## src/verilog/xbar_cfg_pkg.sv

```systemverilog
package xbar_cfg_pkg;

  // port counts
  localparam int n_inputs  = 4;
  localparam int n_outputs = 4;

  localparam int sel_w = $clog2(n_inputs);  // 2 bits for 4 inputs

  // names one input port
  typedef logic [sel_w-1:0] port_sel_t;

  // routing of a single output
  typedef struct packed {
    logic      en;   // output takes messages
    port_sel_t sel;  // input it takes them from
  } route_cfg_t;

  // full routing table with output 0 in the low bits
  typedef route_cfg_t [n_outputs-1:0] route_vec_t;

  // control word is the routing table as raw bits
  localparam int ctrl_w = $bits(route_vec_t);

  typedef logic [ctrl_w-1:0] ctrl_word_t;

  // decoder FSM
  typedef enum logic {
    dec_unconfigured,  // no control word seen since reset
    dec_active         // routing loaded
  } dec_state_t;

endpackage
```

## src/verilog/xbar_msg_pkg.sv

```systemverilog
package xbar_msg_pkg;

  import xbar_cfg_pkg::*;

  localparam int msg_w = 32;

  // one message
  typedef logic [msg_w-1:0] msg_t;

  // one bit per port
  typedef logic [n_inputs-1:0]  in_mask_t;
  typedef logic [n_outputs-1:0] out_mask_t;

  // output buffer entry
  typedef struct packed {
    logic full;
    msg_t msg;
  } slot_t;

endpackage

```

## src/verilog/xbar_top.sv

```systemverilog
module xbar_top
  import xbar_cfg_pkg::*;
  import xbar_msg_pkg::*;
(
  input  logic [n_inputs*msg_w-1:0]  recv_msg,
  input  in_mask_t                   recv_val,
  output in_mask_t                   recv_rdy,

  output logic [n_outputs*msg_w-1:0] send_msg,
  output out_mask_t                  send_val,
  input  out_mask_t                  send_rdy,

  input  logic                       rst,
  input  logic                       clk,

  input  ctrl_word_t                 control,
  input  logic                       control_val,
  output logic                       control_rdy
);

  msg_t       in_msg  [n_inputs];   // per-input view of recv_msg
  msg_t       out_msg [n_outputs];  // per-output view of send_msg
  msg_t       buf_msg [n_outputs];
  out_mask_t  buf_val;
  out_mask_t  buf_rdy;
  route_vec_t route;

  for (genvar i = 0; i < n_inputs; i++) begin : g_in
    assign in_msg[i] = recv_msg[i*msg_w +: msg_w];
  end

  for (genvar o = 0; o < n_outputs; o++) begin : g_out_msg
    assign send_msg[o*msg_w +: msg_w] = out_msg[o];
  end

  xbar_ctrl_decode u_decode (
    .clk         (clk),
    .rst         (rst),
    .control     (control),
    .control_val (control_val),
    .control_rdy (control_rdy),
    .route       (route)
  );

  xbar_route u_route (
    .clk      (clk),
    .route    (route),
    .recv_msg (in_msg),
    .recv_val (recv_val),
    .recv_rdy (recv_rdy),
    .buf_msg  (buf_msg),
    .buf_val  (buf_val),
    .buf_rdy  (buf_rdy)
  );

  // one registered slot per output
  for (genvar o = 0; o < n_outputs; o++) begin : g_out
    xbar_send_buf u_send_buf (
      .clk      (clk),
      .rst      (rst),
      .in_val   (buf_val[o]),
      .in_msg   (buf_msg[o]),
      .in_rdy   (buf_rdy[o]),
      .send_val (send_val[o]),
      .send_msg (out_msg[o]),
      .send_rdy (send_rdy[o])
    );
  end

endmodule

```

## src/verilog/xbar_send_buf.sv

```systemverilog
module xbar_send_buf
  import xbar_msg_pkg::*;
(
  input  logic clk,
  input  logic rst,
  input  logic in_val,
  input  msg_t in_msg,
  output logic in_rdy,
  output logic send_val,
  output msg_t send_msg,
  input  logic send_rdy
);

  slot_t slot;
  logic  load;
  logic  drain;

  assign send_val = slot.full;
  assign send_msg = slot.msg;

  assign drain  = send_val && send_rdy;
  assign in_rdy = !slot.full || send_rdy;  // empty, or emptying this cycle
  assign load   = in_val && in_rdy;

  always_ff @(posedge clk) begin
    if (rst) begin
      slot.full <= 1'b0;
    end else if (load) begin
      slot.full <= 1'b1;
    end else if (drain) begin
      slot.full <= 1'b0;
    end

    if (load) begin
      slot.msg <= in_msg;
    end
  end

  // stalled output keeps its message until it is taken
  a_hold_stalled: assert property (@(posedge clk) disable iff (rst)
    send_val && !send_rdy |=> send_val && $stable(send_msg));

endmodule

```

## src/verilog/xbar_route.sv

```systemverilog
module xbar_route
  import xbar_cfg_pkg::*;
  import xbar_msg_pkg::*;
(
  input  logic       clk,
  input  route_vec_t route,
  input  msg_t       recv_msg [n_inputs],
  input  in_mask_t   recv_val,
  output in_mask_t   recv_rdy,
  output msg_t       buf_msg [n_outputs],
  output out_mask_t  buf_val,
  input  out_mask_t  buf_rdy
);

  out_mask_t takers [n_inputs];  // enabled outputs that select each input
  in_mask_t  in_go;

  // looks up the routing table for the checks below
  function automatic logic has_taker(route_vec_t r, int unsigned s);
    logic hit;
    hit = 1'b0;
    for (int o = 0; o < n_outputs; o++) begin
      if (r[o].en && r[o].sel == port_sel_t'(s)) begin
        hit = 1'b1;
      end
    end
    return hit;
  endfunction

  always_comb begin
    for (int s = 0; s < n_inputs; s++) begin
      for (int o = 0; o < n_outputs; o++) begin
        takers[s][o] = route[o].en && (route[o].sel == port_sel_t'(s));
      end
      // input moves only when every taker can load it
      in_go[s] = (takers[s] != '0) && ((takers[s] & ~buf_rdy) == '0);
    end
  end

  assign recv_rdy = in_go;

  for (genvar o = 0; o < n_outputs; o++) begin : g_out
    port_sel_t src;
    out_mask_t others;

    assign src    = route[o].sel;
    assign others = takers[src] & ~(out_mask_t'(1) << o);  // own ready left out

    assign buf_val[o] = route[o].en && recv_val[src] && ((others & ~buf_rdy) == '0);
    assign buf_msg[o] = recv_msg[src];

    // a buffer load always consumes its source input
    a_load_takes_src: assert property (@(posedge clk)
      buf_val[o] && buf_rdy[o] |-> recv_val[src] && recv_rdy[src]);
  end

  for (genvar s = 0; s < n_inputs; s++) begin : g_in
    // an accepted input reaches every output that selects it
    a_fanout_whole: assert property (@(posedge clk)
      recv_val[s] && recv_rdy[s] |-> (takers[s] & ~(buf_val & buf_rdy)) == '0);

    // unrouted inputs are never offered ready
    a_rdy_needs_taker: assert property (@(posedge clk)
      recv_rdy[s] |-> has_taker(route, s));
  end

endmodule

```

## src/verilog/xbar_ctrl_decode.sv

```systemverilog
module xbar_ctrl_decode
  import xbar_cfg_pkg::*;
(
  input  logic       clk,
  input  logic       rst,
  input  ctrl_word_t control,
  input  logic       control_val,
  output logic       control_rdy,
  output route_vec_t route
);

  dec_state_t state;
  route_vec_t route_q;
  logic       ctrl_xfer;

  // a new word simply replaces the active routing, so the port never stalls
  assign control_rdy = 1'b1;
  assign ctrl_xfer   = control_val && control_rdy;

  always_ff @(posedge clk) begin
    if (rst) begin
      state   <= dec_unconfigured;
      route_q <= '0;                         // every output disabled
    end else begin
      case (state)
        dec_unconfigured: begin
          if (ctrl_xfer) begin
            route_q <= route_vec_t'(control);
            state   <= dec_active;
          end
        end
        dec_active: begin
          if (ctrl_xfer) route_q <= route_vec_t'(control);  // reconfigure
        end
        default: state <= dec_unconfigured;
      endcase
    end
  end

  assign route = route_q;  // new word governs from the next cycle

  // no output may be enabled until a control word has been taken
  a_unconfigured_idle: assert property (@(posedge clk) disable iff (rst)
    state == dec_unconfigured |-> route_q == '0);

endmodule

```

## config.mk

```make
export PLATFORM = sky130hd
export DESIGN_NAME = xbar_top
export DESIGN_NICKNAME = d
export VERILOG_FILES = /design/src/verilog/xbar_cfg_pkg.sv /design/src/verilog/xbar_msg_pkg.sv /design/src/verilog/xbar_top.sv /design/src/verilog/xbar_send_buf.sv /design/src/verilog/xbar_route.sv /design/src/verilog/xbar_ctrl_decode.sv
export SDC_FILE = /design/constraint.sdc
export NUM_CORES = 1
export LEC_CHECK = 0
export BUFFER_PORTS_ARGS = -buffer_cell sky130_fd_sc_hd__clkbuf_2
export CAP_MARGIN = 20
export CORE_MARGIN = 1
export CORE_UTILIZATION = 35
export CTS_CLUSTER_DIAMETER = 40
export DETAILED_ROUTE_END_ITERATION = 7
export GPL_ROUTABILITY_DRIVEN = 0
export PLACE_DENSITY_LB_ADDON = 0.3
export SYNTH_ARGS = -nofsm -noshare
export SYNTH_HDL_FRONTEND = slang
export SYNTH_HIERARCHICAL = 1
export SYNTH_SLANG_ARGS = --single-unit
```

## constraint.sdc

```tcl
create_clock -name clk -period 4 [get_ports clk]
set_input_delay 0.2 -clock clk [delete_from_list [all_inputs] [get_ports clk]]
set_output_delay 0.2 -clock clk [all_outputs]
set_load 0.02 [all_outputs]
```

==> results.yml <==
layout:
  layoutNonFillerInstCount: 1031
  drive_above_1_share_pct: 65.6
  finish.net_count: 856
  finish.instance_area_sq_mm: 0.0104
  area_delta_synth_final_pct: 25.7
hold_path:
  hold_path_class: "input port to flop"
  hold_depth: 3
worst_setup_path:
  maximum_fanout_along_the_worst_path: 30
  worst_setup_path_class: "flop to output pin"
  crit_required_ns: 3.80
  critPathLaunchType: "flop"
  reg2reg_to: "g_out[1].u_send_buf/send_msg[17]$_DFFE_PP_"
  worst_setup_path_end_kind: "output pin"
  worst-r2r-cell-count: 5
  crit_path_start: "u_decode/route[7]$_SDFFE_PP0P_"
  worstSetupEndpoint: "recv_rdy[0]"
  cp_data_arrival_time_ns: 2.72
  worstReg2RegStart: "u_decode/route[3]$_SDFFE_PP0P_"
  timing.reg2reg.setup_slack_ns: 1.35
cts:
  cts.repair.resized: 0
  post_cts.repair.setup_buffers: 0
  clock_buffer_count_from_cts: 17
  clk_pin_slew_ns: 0.06
  cts_tree: "yes"
  cts_num_sinks: 144
  cts_root_buffer: "clkbuf_16"
  clock_latency_ns: 0.41
  cts_hold_buffers: 0
  cts.path.max_buffers: 2
  htree_num_levels: 4
synth:
  share_of_flip_flops_with_an_asynchronous_set_or_reset_pct: 0
  number_of_enable_type_register_cells_in_the_synthesized_netlist: 128
  synth.distinct_cells: 40
  post_synth_instance_area_sq_mm: 0.00828
  synth_warnings: 6
  sequential_area_share_after_synthesis_pct: 50.3
  syn_nets: 586
  postSynthRegisterBits: 144
  synth_ff_type: "edfxtp_1"
  synthesis.instances: 435
  syn_area_cell_sq_um: 19.0
power_and_ir_drop:
  power_leakage_nw: 3.80
  vdd.ir_drop.worst_uv: 207
  cellPowerDensity_mw_per_mm2: 379
drt:
  routedLengthMet1_um: 9310
  routedWlPerCell_um: 23.5
  route.final.wire_length_um: 24200
  initialDrtViolationCount: 456
  met2WireLength_um: 12000
  top_layer_used: "met5"
  vias: 5748
  via_per_inst: 5.58
  drt_pre_antenna_iters: 5
  drtAntennaViolNets: 0
  wl_met3_um: 2290
  route.detailed.drc: 0
global_routing:
  grt_antenna_before_repair: 4
  first_pass_grt_wire_length_um: 36300
  grt_usage_pct: 20.5
  grt_pass1_vias: 6115
  maximum_number_of_pins_on_one_net_before_global_route_repair: 45
  grt-ovfl-total: 0
flow_run:
  number_of_max_capacitance_violations_reported: 0
sta:
  timing.slew.headroom_pct: 39.8
  setup-violations-final: 0
  final_hold_viol_count: 0
  final.setup_skew_ns: 0.00947
  fin_crit_ns: 2.92
  finalSetupTns_ns: 0
  post-route-period-util_pct: 72.9
  final.hold.worst_slack_ns: 0.0269
  worst_slew_pin_slew_ns: 0.903
  max_clock_freq_mhz: 343
  final_max_slew_viol_count: 0
  rsz_0062_raised_after_global_routing: "no"
floorplanning:
  die_w_um: 156
  initial_core_utilization_pct: 36.1
  dieArea_sq_mm: 0.0243
  floorplan.io_pins: 288
  dieHeight_um: 156
  placeableCoreArea_sq_mm: 0.0229
  placement_rows: 55
place:
  placement.io_buffers: 286
  detailedPlacementHpwl_um: 17300
  post_dp_cell_area_sq_mm: 0.00985
  placed_cells: 999
run_status:
  outcome: "completed"
worst min-delay path by stage:
stage                          start                                   endpoint  slack (ns)
after floorplan                  rst  g_out[0].u_send_buf/send_val$_SDFFE_PP0P_        0.26
final                     control[5]             u_decode/route[5]$_SDFFE_PP0P_        0.03
after global placement    control[5]             u_decode/route[5]$_SDFFE_PP0P_        0.44
after detailed placement  control[2]             u_decode/route[2]$_SDFFE_PP0P_        0.44
after CTS                 control[2]             u_decode/route[2]$_SDFFE_PP0P_       0.006
after global routing      control[5]             u_decode/route[5]$_SDFFE_PP0P_        0.03
placed cells by master, fill, tap and decap left out, types with 3 or more instances in the layout:
cell and n:
mux4_2 128, dfxtp_2 4, nor2b_1 6, mux4_1 4
nand2b_4 4, clkbuf_16 17, nand4_1 3, dfxtp_4 4
a31oi_1 7, clkinv_2 3, clkbuf_2 286, edfxtp_1 128
inv_1 6, mux2i_1 12, nor2_1 14, xnor2_1 12
clkbuf_1 3, and2_4 4, buf_4 6, nand3_1 16
dfxtp_1 8, a21oi_2 5, nand2_1 7
state kept, by name, summed over array words and instances (netlist names):
signal                     cells
g_out.u_send_buf/send_msg    128
u_decode/route                12
g_out.u_send_buf/send_val      4
cells in the mapped netlist (5+ instances only):
| cell | instances | area [sq um] |
|---|---|---|
| xnor2_1 | 12 | 105 |
| a21oi_2 | 5 | 43.8 |
| nand2_1 | 7 | 26.3 |
| inv_1 | 6 | 22.5 |
| mux2i_1 | 12 | 120 |
| a31oi_1 | 7 | 43.8 |
| mux4_2 | 128 | 2880 |
| edfxtp_1 | 128 | 3840 |
| buf_6 | 6 | 67.6 |
| buf_2 | 13 | 65.1 |
| nand3_1 | 16 | 80.1 |
| dfxtp_1 | 16 | 320 |
| buf_4 | 19 | 143 |
| nor2b_1 | 6 | 37.5 |
| nor2_1 | 14 | 52.6 |
critical path, stage by stage, from the launching register on:
cell      delay [ns]
dfxtp_2         0.92
buf_4           0.39
nor2_1          0.10
a22o_1          0.24
a221o_1         0.28
a21oi_2         0.18
clkbuf_2        0.20
cell families after synthesis:
logic type      share of synthesized area (%)
simple gates                             4.69
xor+xnor                                 1.27
buf+inv                                  4.13
other cells                            0.0453
mux                                      37.5
compound gates                           2.03
flops                                    50.3
layer usage:
layer | vias to the layer above | global-route usage (%)
met1 | 2886 | 25.9
met4 | 6 | 7.56
met2 | 363 | 33.3
li1 | 2427 | -
met5 | - | 0
met3 | 66 | 6.19
through the flow:
stage / utilization (%) / total power (W) / worst slack (ns)
6_report: 45.4 / 0.00394 / 1.08
4_1_cts: 45.4 / 0.00398 / 1.09
3_5_place_dp: 43.0 / 0.00247 / 1.37
5_1_grt: 45.4 / 0.00409 / 0.986
3_3_place_gp: 43.0 / 0.00245 / 1.44
2_1_floorplan: - / 0.00224 / 2.14
cell type report:
class	instances	area, sq um
multi-input combinational	244	3770
timing repair buffer	292	1480
inverter	6	22.5
sequential	144	4180
tap	313	392
fill	2079	12500
clock buffer	20	437
clock inverter	11	116
antenna	1	2.50
power breakdown:
| group | switching [W] | total [W] | internal (W) |
|---|---|---|---|
| Sequential | 0.0000953 | 0.00182 | 0.00173 |
| Clock | 0.000596 | 0.00151 | 0.000910 |
| Combinational | 0.000285 | 0.000613 | 0.000328 |
| Total | 0.000976 | 0.00394 | 0.00297 |
(Power assumes the default switching activity.)
